## src/hdl/rx_params.svh

```systemverilog
`ifndef RX_PARAMS_SVH
`define RX_PARAMS_SVH

// sample widths
`define RX_ADC_W        14
`define RX_GAIN_W       16
`define RX_ACC_W        38   // 30-bit product plus 8 bits of rate growth
`define RX_OUT_W        16
`define RX_FIFO_DEPTH   8

// settings bus map
`define RX_SET_BASE     160
`define RX_REG_GAIN     0
`define RX_REG_RATE     1
`define RX_REG_SHIFT    2
`define RX_REG_MUX      3
`define RX_REG_GPIO     4

`endif

```

## src/hdl/rx_pkg.sv

```systemverilog
`default_nettype none

`include "rx_params.svh"

package rx_pkg;

   // control record with one field group per settings register
   typedef struct packed {
      logic signed [`RX_GAIN_W-1:0] gain_i;
      logic signed [`RX_GAIN_W-1:0] gain_q;
      logic [7:0]                   rate;      // 0 behaves as 1
      logic [5:0]                   shift;
      logic [1:0]                   mux_i;     // 0 = A, 1 = B, else zero
      logic [1:0]                   mux_q;
      logic [1:0]                   gpio_ena;  // bit 0 for I, bit 1 for Q
   } rx_ctrl_t;

   // one decimated sample before rounding
   typedef struct packed {
      logic signed [`RX_ACC_W-1:0] acc_i;
      logic signed [`RX_ACC_W-1:0] acc_q;
   } acc_pair_t;

   // output component range after saturation
   localparam int RX_OUT_MAX = 2 ** (`RX_OUT_W - 1) - 1;
   localparam int RX_OUT_MIN = -(2 ** (`RX_OUT_W - 1));

endpackage

`default_nettype wire

```

## src/hdl/rx_stream_if.sv

```systemverilog
`timescale 1ns/100ps
`default_nettype none

// valid/ready link between blocks with a transfer when both are high
interface rx_stream_if #(
   parameter type T_PAYLOAD = logic
);

   logic     valid;
   logic     ready;
   T_PAYLOAD data;   // held while valid and not ready
   logic     flush;  // high while the core is stopped

   modport src (
      output valid,
      output data,
      output flush,
      input  ready
   );

   modport snk (
      input  valid,
      input  data,
      input  flush,
      output ready
   );

endinterface

`default_nettype wire

```

## src/hdl/rx_settings.sv

```systemverilog
`timescale 1ns/100ps
`default_nettype none

`include "rx_params.svh"

module rx_settings
   import rx_pkg::*;
(
   input  wire logic        clk,
   input  wire logic        rst,
   input  wire logic        i_set_stb,
   input  wire logic [7:0]  i_set_addr,
   input  wire logic [31:0] i_set_data,
   output rx_ctrl_t         o_ctrl
);

   localparam logic [7:0] ADDR_GAIN  = 8'(`RX_SET_BASE + `RX_REG_GAIN);
   localparam logic [7:0] ADDR_RATE  = 8'(`RX_SET_BASE + `RX_REG_RATE);
   localparam logic [7:0] ADDR_SHIFT = 8'(`RX_SET_BASE + `RX_REG_SHIFT);
   localparam logic [7:0] ADDR_MUX   = 8'(`RX_SET_BASE + `RX_REG_MUX);
   localparam logic [7:0] ADDR_GPIO  = 8'(`RX_SET_BASE + `RX_REG_GPIO);

   // a write lands on the edge after its strobe cycle
   always_ff @(posedge clk)
   begin
      if (rst)
         o_ctrl <= '0;
      else if (i_set_stb)
      begin
         case (i_set_addr)
            ADDR_GAIN:
            begin
               o_ctrl.gain_i <= i_set_data[31:16];
               o_ctrl.gain_q <= i_set_data[15:0];
            end
            ADDR_RATE:  o_ctrl.rate     <= i_set_data[7:0];
            ADDR_SHIFT: o_ctrl.shift    <= i_set_data[5:0];
            ADDR_MUX:
            begin
               o_ctrl.mux_i <= i_set_data[1:0];
               o_ctrl.mux_q <= i_set_data[3:2];
            end
            ADDR_GPIO:  o_ctrl.gpio_ena <= i_set_data[1:0];
            default:    ;  // not ours
         endcase
      end
   end

endmodule

`default_nettype wire

```

## src/hdl/rx_decimator.sv

```systemverilog
`timescale 1ns/100ps
`default_nettype none

`include "rx_params.svh"

module rx_decimator
   import rx_pkg::*;
(
   input  wire logic                 clk,
   input  wire logic                 rst,
   input  wire logic                 i_run,
   input  wire rx_ctrl_t             i_ctrl,
   input  wire logic [`RX_ADC_W-1:0] i_adc_a,
   input  wire logic [`RX_ADC_W-1:0] i_adc_b,
   output logic                      o_overflow,
   rx_stream_if.src                  m_out
);

   localparam int ACC_W  = `RX_ACC_W;
   localparam int PROD_W = `RX_ADC_W + `RX_GAIN_W;

   logic signed [`RX_ADC_W-1:0] adc_i, adc_q;
   logic signed [PROD_W-1:0]    prod_i, prod_q;
   logic signed [ACC_W-1:0]     ext_i, ext_q;
   logic signed [ACC_W-1:0]     acc_i, acc_q;
   logic                        v_mux, v_prod;
   logic [7:0]                  cnt;
   logic [7:0]                  rate_m1;
   logic                        dump;      // group complete and sum ready in acc
   logic                        take_sum;
   logic                        out_valid;
   acc_pair_t                   out_pair;

   assign rate_m1 = (i_ctrl.rate == 8'd0) ? 8'd0 : i_ctrl.rate - 8'd1;
   assign ext_i = {{(ACC_W - PROD_W){prod_i[PROD_W-1]}}, prod_i};
   assign ext_q = {{(ACC_W - PROD_W){prod_q[PROD_W-1]}}, prod_q};

   // channel select and scaling in two register stages
   always_ff @(posedge clk)
   begin
      case (i_ctrl.mux_i)
         2'd0:    adc_i <= i_adc_a;
         2'd1:    adc_i <= i_adc_b;
         default: adc_i <= '0;
      endcase
      case (i_ctrl.mux_q)
         2'd0:    adc_q <= i_adc_a;
         2'd1:    adc_q <= i_adc_b;
         default: adc_q <= '0;
      endcase
      prod_i <= adc_i * $signed(i_ctrl.gain_i);
      prod_q <= adc_q * $signed(i_ctrl.gain_q);
   end

   // integrate and dump with the next group starting as the sum is handed on
   always_ff @(posedge clk)
   begin
      if (rst || !i_run)
      begin
         v_mux  <= 1'b0;
         v_prod <= 1'b0;
         cnt    <= '0;
         dump   <= 1'b0;
         acc_i  <= '0;
         acc_q  <= '0;
      end
      else
      begin
         v_mux  <= 1'b1;
         v_prod <= v_mux;
         dump   <= 1'b0;
         if (v_prod)
         begin
            acc_i <= dump ? ext_i : acc_i + ext_i;
            acc_q <= dump ? ext_q : acc_q + ext_q;
            if (cnt >= rate_m1)  // also catches a rate lowered mid-group
            begin
               cnt  <= '0;
               dump <= 1'b1;
            end
            else
               cnt <= cnt + 8'd1;
         end
      end
   end

   // hold slot where a new sum is lost while the old one is still stuck
   assign take_sum = dump && (!out_valid || m_out.ready);

   always_ff @(posedge clk)
   begin
      if (rst || !i_run)
      begin
         out_valid  <= 1'b0;
         o_overflow <= 1'b0;
      end
      else
      begin
         if (take_sum)
            out_valid <= 1'b1;
         else if (m_out.ready)
            out_valid <= 1'b0;
         if (dump && !take_sum)
            o_overflow <= 1'b1;  // sticky until run drops
      end
   end

   always_ff @(posedge clk)
      if (take_sum)
         out_pair <= '{acc_i: acc_i, acc_q: acc_q};

   assign m_out.valid = out_valid;
   assign m_out.data  = out_pair;
   assign m_out.flush = !i_run;

endmodule

`default_nettype wire

```

## src/hdl/sample_fifo.sv

```systemverilog
`timescale 1ns/100ps
`default_nettype none

`include "rx_params.svh"

module sample_fifo #(
   parameter type T_PAYLOAD = logic,
   parameter int  DEPTH     = `RX_FIFO_DEPTH   // power of two
) (
   input  wire logic clk,
   input  wire logic rst,
   rx_stream_if.snk  s_in,
   rx_stream_if.src  m_out
);

   localparam int AW = $clog2(DEPTH);

   T_PAYLOAD      mem [DEPTH];
   logic [AW-1:0] wr_ptr;
   logic [AW-1:0] rd_ptr;
   logic [AW:0]   count;
   logic          do_wr;
   logic          do_rd;

   // only back-pressure when full
   assign s_in.ready = (count != (AW + 1)'(DEPTH));
   assign do_wr      = s_in.valid && s_in.ready && !s_in.flush;

   assign m_out.valid = (count != '0);
   assign m_out.data  = mem[rd_ptr];
   assign m_out.flush = s_in.flush;  // packer drops its word too
   assign do_rd       = m_out.valid && m_out.ready;

   always_ff @(posedge clk)
      if (do_wr)
         mem[wr_ptr] <= s_in.data;

   always_ff @(posedge clk)
   begin
      if (rst || s_in.flush)
      begin
         wr_ptr <= '0;
         rd_ptr <= '0;
         count  <= '0;
      end
      else
      begin
         if (do_wr)
            wr_ptr <= wr_ptr + 1'b1;  // wraps at DEPTH
         if (do_rd)
            rd_ptr <= rd_ptr + 1'b1;
         case ({do_wr, do_rd})
            2'b10:   count <= count + 1'b1;
            2'b01:   count <= count - 1'b1;
            default: ;
         endcase
      end
   end

endmodule

`default_nettype wire

```

## src/hdl/sample_packer.sv

```systemverilog
`timescale 1ns/100ps
`default_nettype none

`include "rx_params.svh"

module sample_packer
   import rx_pkg::*;
(
   input  wire logic                  clk,
   input  wire logic                  rst,
   input  wire rx_ctrl_t              i_ctrl,
   input  wire logic [15:0]           i_io_rx,
   input  wire logic                  i_ready,
   rx_stream_if.snk                   s_in,
   output logic [2*`RX_OUT_W-1:0]     o_sample,
   output logic                       o_valid
);

   localparam int OUT_W = `RX_OUT_W;
   localparam int ACC_W = `RX_ACC_W;
   localparam logic signed [ACC_W-1:0] SAT_MAX = ACC_W'(RX_OUT_MAX);
   localparam logic signed [ACC_W-1:0] SAT_MIN = ACC_W'(RX_OUT_MIN);

   logic                    take;
   logic signed [OUT_W-1:0] i_out;
   logic signed [OUT_W-1:0] q_out;

   // arithmetic shift, round half up on the dropped bit, clamp to 16 bits
   function automatic logic signed [OUT_W-1:0] round_sat(
      input logic signed [ACC_W-1:0] v,
      input logic [5:0]              sh
   );
      logic signed [ACC_W-1:0] pre;
      logic signed [ACC_W-1:0] rnd;
      pre = v >>> (sh - 6'd1);  // keeps one extra bit for rounding
      if (sh == 6'd0)
         rnd = v;
      else
         rnd = (pre >>> 1) + $signed({{(ACC_W - 1){1'b0}}, pre[0]});
      if (rnd > SAT_MAX)
         return SAT_MAX[OUT_W-1:0];
      else if (rnd < SAT_MIN)
         return SAT_MIN[OUT_W-1:0];
      return rnd[OUT_W-1:0];
   endfunction

   assign i_out = round_sat(s_in.data.acc_i, i_ctrl.shift);
   assign q_out = round_sat(s_in.data.acc_q, i_ctrl.shift);

   assign s_in.ready = !o_valid || i_ready;  // empty or emptying now
   assign take       = s_in.valid && s_in.ready && !s_in.flush;

   // streaming gpio replaces the component LSBs
   always_ff @(posedge clk)
      if (take)
         o_sample <= {i_out[OUT_W-1:1], i_ctrl.gpio_ena[0] ? i_io_rx[15] : i_out[0],
                      q_out[OUT_W-1:1], i_ctrl.gpio_ena[1] ? i_io_rx[14] : q_out[0]};

   always_ff @(posedge clk)
   begin
      if (rst || s_in.flush)
         o_valid <= 1'b0;
      else if (take)
         o_valid <= 1'b1;
      else if (i_ready)
         o_valid <= 1'b0;
   end

endmodule

`default_nettype wire

```

## src/hdl/rx_core.sv

```systemverilog
`timescale 1ns/100ps
`default_nettype none

`include "rx_params.svh"

module rx_core
   import rx_pkg::*;
(
   input  wire logic                 clk,
   input  wire logic                 rst,

   // settings bus
   input  wire logic                 i_set_stb,
   input  wire logic [7:0]           i_set_addr,
   input  wire logic [31:0]          i_set_data,

   input  wire logic [`RX_ADC_W-1:0] i_adc_a,
   input  wire logic [`RX_ADC_W-1:0] i_adc_b,
   input  wire logic [15:0]          i_io_rx,
   input  wire logic                 i_run,

   // output stream
   output logic [31:0]               o_sample,
   output logic                      o_valid,
   input  wire logic                 i_ready,
   output logic                      o_overflow
);

   rx_ctrl_t ctrl;

   rx_stream_if #(.T_PAYLOAD(acc_pair_t)) dec_fifo ();
   rx_stream_if #(.T_PAYLOAD(acc_pair_t)) fifo_pack ();

   rx_settings settings_inst (
      .clk        (clk),
      .rst        (rst),
      .i_set_stb  (i_set_stb),
      .i_set_addr (i_set_addr),
      .i_set_data (i_set_data),
      .o_ctrl     (ctrl)
   );

   rx_decimator decimator_inst (
      .clk        (clk),
      .rst        (rst),
      .i_run      (i_run),
      .i_ctrl     (ctrl),
      .i_adc_a    (i_adc_a),
      .i_adc_b    (i_adc_b),
      .o_overflow (o_overflow),
      .m_out      (dec_fifo.src)
   );

   // absorbs short back-pressure between decimator and packer
   sample_fifo #(
      .T_PAYLOAD (acc_pair_t),
      .DEPTH     (`RX_FIFO_DEPTH)
   ) fifo_inst (
      .clk   (clk),
      .rst   (rst),
      .s_in  (dec_fifo.snk),
      .m_out (fifo_pack.src)
   );

   sample_packer packer_inst (
      .clk      (clk),
      .rst      (rst),
      .i_ctrl   (ctrl),
      .i_io_rx  (i_io_rx),
      .i_ready  (i_ready),
      .s_in     (fifo_pack.snk),
      .o_sample (o_sample),
      .o_valid  (o_valid)
   );

endmodule

`default_nettype wire

```

## config.mk

```make
export PLATFORM = sky130hd
export DESIGN_NAME = rx_core
export DESIGN_NICKNAME = d
export VERILOG_FILES = /design/src/hdl/rx_pkg.sv /design/src/hdl/rx_stream_if.sv /design/src/hdl/rx_settings.sv /design/src/hdl/rx_decimator.sv /design/src/hdl/sample_fifo.sv /design/src/hdl/sample_packer.sv /design/src/hdl/rx_core.sv
export VERILOG_INCLUDE_DIRS = /design/src /design/src/hdl
export SDC_FILE = /design/constraint.sdc
export NUM_CORES = 2
export LEC_CHECK = 0
export ABC_CLOCK_PERIOD_IN_PS = 13000
export BUFFER_PORTS_ARGS = -buffer_cell sky130_fd_sc_hd__buf_2
export CORE_MARGIN = 10
export CORE_UTILIZATION = 55
export DETAILED_ROUTE_END_ITERATION = 8
export PLACE_DENSITY_LB_ADDON = 0.12
export SLEW_MARGIN = 0
export SYNTH_ARGS = -nofsm -noshare
export SYNTH_HDL_FRONTEND = slang
export SYNTH_SLANG_ARGS = --single-unit
```

## constraint.sdc

```tcl
create_clock -name clk -period 13 [get_ports clk]
set_input_delay 0.65 -clock clk [delete_from_list [all_inputs] [get_ports clk]]
set_output_delay 0.65 -clock clk [all_outputs]
set_load 0.01 [all_outputs]
```

---- Word level (Yosys, flattened, before mapping) ----
Memory sizes are Yosys's and may differ from the RTL's. A register that Yosys moved wholly into a read port is not among the register bits.
Cells that the tools add are included.
word-level totals
  memories kept ........................... 1
  RAM bits ................................ 608
  logic and storage cells ................. 116
  output and inout bits ................... 34
  flip-flop bits (word level) ............. 348
operators by class
  reductions and logical operators ........ 27
  $lt $le $gt $ge ......................... 5
  $mul .................................... 2
  bitwise operators ....................... 1
  mux-type cells .......................... 31
  shift-type cells ........................ 2
  add/subtract/negate cells ............... 11
  eq/ne operators ......................... 10
memories
  memory         depth  width  read ports  clocked after memory_dff  write ports  RTL line           text
  fifo_inst.mem  8      76     1           1                         1            sample_fifo.sv:18  T_PAYLOAD mem [DEPTH];
operators with widths
  operator                count
  $mux W38                4
  $mux W16                6
  $add A37 B2 Y38         2
  $add A38 B30 Y38        2
  $gt A38 B16 Y1 const B  2
  $lt A38 B16 Y1 const B  2
  $sshr A38 B6 Y38        2
  $mul A14 B16 Y30        2
  $pmux W14 S2            2
  $eq A8 B8 Y1 const B    5
  $mux W8                 2
  $mux W1                 14
  $reduce_and A2 Y1       5
  $add A8 B1 Y8 const B   1
  $ge A8 B8 Y1            1
  $logic_not A8 Y1        1
  $pmux W4 S2             1
  $sub A8 B1 Y8 const B   1
  $add A3 B1 Y3 const B   2
  $eq A2 B1 Y1 const B    3
  $logic_and A1 B1 Y1     6
  $logic_not A6 Y1        1
  $mux W3                 2
  $reduce_bool A2 Y1      3
  other kinds (11)        17

---- Depth between registers and ports, before layout ----
  word-level depth ........................ 9
  depth in mapped cells ................... 36
  mapped depth without buffers ............ 28

---- Cells and area by module ----
Synthesis repeated with hierarchy kept, for this count alone.
unflattened totals
  cell total of the unflattened synthesis .. 5591
  area total of the unflattened synthesis .. 65061.1 um^2
by module, submodules not included
  module         cells each  area each (um^2)  seq. area each (um^2)  instances
  rx_decimator   3147        29148.0           5825.6                 1
  sample_fifo    958         23456.2           18517.8                1
  sample_packer  1275        10201.0           980.9                  1
  rx_settings    211         2255.9            1041.0                 1

---- Least setup slack after synthesis ----
No wires, ideal clock.
  path kind ............................... input port to flip-flop
  from .................................... input port i_run
  to ...................................... memory fifo_inst.mem[0][0] in the netlist's numbering, enable pin
  stages on the path ...................... 3
  arrival time ............................ 8.098 ns
  setup slack ............................. 4.205 ns
  buffers on the path ..................... 0
  cells stage by stage .................... and3_1 inv_1 nor4_1
between the ends
  longest elaborated chain between the ends .. 3
RTL lines
  what                           RTL line           text
  from (decl)                    rx_core.sv:20      input wire logic i_run,
  $logic_and A1 B1 Y1            sample_fifo.sv:27  assign do_wr = s_in.valid && s_in.ready && !s_in.flush;
  $mux W1                        sample_fifo.sv:35  if (do_wr)
  $mux W1 (not written as such)  sample_fifo.sv:36  mem[wr_ptr] <= s_in.data;
  to (decl)                      sample_fifo.sv:18
No other way between the ends.

---- Worst setup path in the final report ----
  from .................................... register settings_inst.o_ctrl[6] in the netlist's numbering
  to ...................................... register packer_inst.o_sample[4] (data pin)
between the ends
  longest elaborated chain between the ends .. 8
  elaborated cells on any way between the ends .. 11
RTL lines
  what                      RTL line             text
  from (decl)               rx_settings.sv:14    output rx_ctrl_t o_ctrl
  $sub A6 B1 Y6             sample_packer.sv:35  pre = v >>> (sh - 6'd1);
  $sshr A38 B6 Y38          sample_packer.sv:35
  $add A37 B2 Y38           sample_packer.sv:39  rnd = (pre >>> 1) + $signed({{(ACC_W - 1){1'b0}}, pre[0]});
  $mux W38 *                sample_packer.sv:36  if (sh == 6'd0)
  $lt A38 B16 Y1            sample_packer.sv:42  else if (rnd < SAT_MIN)
  $mux W1                   sample_packer.sv:42
  $mux W1                   sample_packer.sv:40  if (rnd > SAT_MAX)
  $mux W16 *                sample_packer.sv:44  return rnd[OUT_W-1:0];
  via packer_inst.q_out[4]  sample_packer.sv:26  logic signed [OUT_W-1:0] q_out;
  to (signal assigned)      sample_packer.sv:56  o_sample <= {i_out[OUT_W-1:1], i_ctrl.gpio_ena[0] ? i_io_rx[15] : i_out[0],
  to (decl)                 sample_packer.sv:15  output logic [2*`RX_OUT_W-1:0] o_sample,
Mark *: on every way through the listed nets, which the timed path passes. The rest lies on a longest branch.
A chain may end at the register's enable or synchronous reset.

==> metrics <==
Setup crit start kind=flop; CTS clk-pin slew, worst paths=70 ps; Syn Nets=6894; DRT antenna net count=0; cell taking the most area after synthesis=edfxtp_1; EDFF count, synth=716; fmax=107 MHz; design area=0.0725 sq mm; Skew-Pair Late Insertion Delay=730 ps; Hold EP=settings_inst.o_ctrl[30]; Hold Buf Count CTS=0; share of cells above drive strength 1=0.123; post-synthesis sequential area ratio=0.392; Vias/cell=6.25; PostCTS Resize Cnt=0; Hold Crit Start=i_set_data[10]; power per cell area=88.1 mW/mm^2; number of global-route vias before repair=49100; FF-to-FF End=packer_inst.o_sample[4]; GRT Overall Usage=0.303; fill cell count=10100; H-Tree Depth=3; Final Max Tran Viols=0; status=complete, no violations; CTS tree=built; I/O Buffers=108; slew margin rel.=0.0989; first-pass GRT wire length=314 mm; site row count=128; Total Wirelength=210 mm; iteration-0 DRC count of the detailed router=4341; peak supply drop=0.122 mV; yosys warns=0; average instance area after synthesis=11.0 sq um; Synth cell types=118; DP Wirelength=155 mm; Yosys top cell area share=0.320; die area=0.137 sq mm; top post-synthesis cells by area=edfxtp_1 32%, fa_1 13%, dfxtp_1 7.2%; max_cap viols=0; Reg2Reg Setup Slack=3620 ps; TritonRoute pass-1 iters=8; DRC=0; die height=370 um; largest net degree at the start of global routing=119; Worst Hold Class=in -> reg; FF-to-FF Start=settings_inst.o_ctrl[6]; TritonCTS Buffers=99; Reg2Reg Depth=26; Post-CTS Setup Bufs=0; clock buffer depth=3; initial antenna violation count=5; WHS Path Cells=3; Layout Skew=28.5 ps; top-count cell post-synth=edfxtp_1; gate count of the mapped netlist=6125; DIE WIDTH=370 um; clock period minus worst slack=9380 ps; I/O pin total=123; Post-synth ARST share=0; CP required=13430 ps; CP Class=reg -> reg; Tcrit/Tclk final=0.721; root buf cell=clkbuf_16; Area after DPL=0.0692 sq mm; Sink Count=959; Layout Nets=6891; Crit. End Element=flop; WP data arrival=9810 ps; commonest cells in the netlist=716 x edfxtp_1, 631 x nand2_1, 561 x inv_1; setup tns final=0 ps; Routed WL per cell=26.8 um; worst slew pin tran=1340 ps; via count=49000; core box area=0.122 sq mm; Final Hold Viols=0; unrepaired setup endpoints after global routing=no; CP Max Fanout=44; setup violators final=0; Syn Std Cell Area=0.0673 sq mm; Initial Util=0.553; FF+latch count, synth=959; gr ovfl total=0; gpl congestion=1.02; total leakage power=27.6 nW; ys flop type=edfxtp_1; synth-to-layout area growth=7.71%
[where the power goes]
part	leakage [nW]	switching (mW)	internal [mW]
Clock	1.58	1.24	1.61
Combinational	17.4	0.137	0.0912
Sequential	8.54	0.0396	3.27
Total	27.6	1.42	4.97
[worst max path at each step]
stage,from,endpoint,depth (start not counted)
6_report,settings_inst.o_ctrl[6],packer_inst.o_sample[4],26
5_1_grt,settings_inst.o_ctrl[6],packer_inst.o_sample[4],25
3_3_place_gp,settings_inst.o_ctrl[6],packer_inst.o_sample[1],26
2_1_floorplan,i_run,fifo_inst.mem[0][0],3
4_1_cts,settings_inst.o_ctrl[6],packer_inst.o_sample[4],26
3_5_place_dp,settings_inst.o_ctrl[6],packer_inst.o_sample[4],26
[sequential cells by signal (all words and copies together), names as in the netlist, 4 cells and up, named ones only]
register and flops:
fifo_inst.mem 608, decimator_inst.acc_i 38, decimator_inst.adc_q 14, settings_inst.o_ctrl 52
decimator_inst.adc_i 14, packer_inst.o_sample 32, fifo_inst.count 4, decimator_inst.prod_q 30
decimator_inst.prod_i 30, decimator_inst.m_out.data 76, decimator_inst.cnt 8, decimator_inst.acc_q 38
[worst max-delay path: stages, from the launching register on]
cell	delay (ps)
dfxtp_2	310
buf_4	480
inv_2	320
ha_4	560
buf_4	610
buf_4	570
mux2_2	260
o22ai_1	80
a2111oi_2	350
buf_4	230
o311ai_1	110
buf_4	200
mux2i_1	620
mux2i_1	140
o21ai_0	270
ha_1	210
ha_1	250
nand2_1	90
or4_1	590
or3_4	460
or3_1	350
a32o_1	300
nor3_2	180
nand4_1	120
nor4_2	690
or2_2	450
o21ai_1	140
[metal layers]
metal,up-vias,part of all wire,global-route usage
met1,24500,0.40,0.391
met3,484,0.077,0.0536
met2,2141,0.47,0.492
met4,6,0.055,0.150
met5,-,0.00023,0
li1,21800,-,-
[metrics by stage]
stage / total power [mW] / hold slack [ps] / utilization / std cells / setup WS, ps
after floorplan: 3.51 / 406 / - / 6125 / 4200
after global placement: 3.59 / 413 / 0.568 / 7646 / 3980
after detailed placement: 3.60 / 414 / 0.568 / 7646 / 3910
after CTS: 6.43 / 95.0 / 0.595 / 7833 / 3900
after global routing: 6.58 / 136 / 0.595 / 7833 / 3230
final: 6.39 / 148 / 0.595 / 7835 / 3620
[cell families (layout without fill, tap and decap cells)]
family / after synthesis / after routing / synth area share
AOI/OAI and AO/OA: 1112 / 1112 / 0.109
adders and majority gates: 680 / 680 / 0.176
muxes: 547 / 547 / 0.116
other: 0 / 2 / 0
xor gates and xnor gates: 198 / 198 / 0.0258
and+or+nand+nor: 1753 / 1753 / 0.125
DFF: 959 / 959 / 0.392
buffers and inverters: 876 / 959 / 0.0563
[placed cells by master (no fill, tap or decap), drive strengths merged, types with 54 or more instances in the layout]
cell and instances:
nand3 75, nor3 114, clkbuf 137, inv 568, dfxtp 243, nand2b 54, a21oi 319, xnor2 137
nand2 634, o22ai 62, mux2 97, fa 441, buf 207, xor2 61, nor2 403, ha 239
mux2i 272, and2 225, edfxtp 716, mux4 178, o21ai 258
[area by class of cell]
type / instances / area [sq um] / area share
diodes: 2 / 5.00 / 0.0000691
repair buffers: 207 / 1330 / 0.0184
clock buffers: 137 / 2740 / 0.0378
flip-flops and latches: 959 / 26400 / 0.364
inverters: 565 / 2120 / 0.0293
well taps: 1625 / 2030 / 0.0281
clock inverters: 50 / 566 / 0.00780
multi-input cells: 4290 / 37300 / 0.514
(Power assumes the default switching activity.)
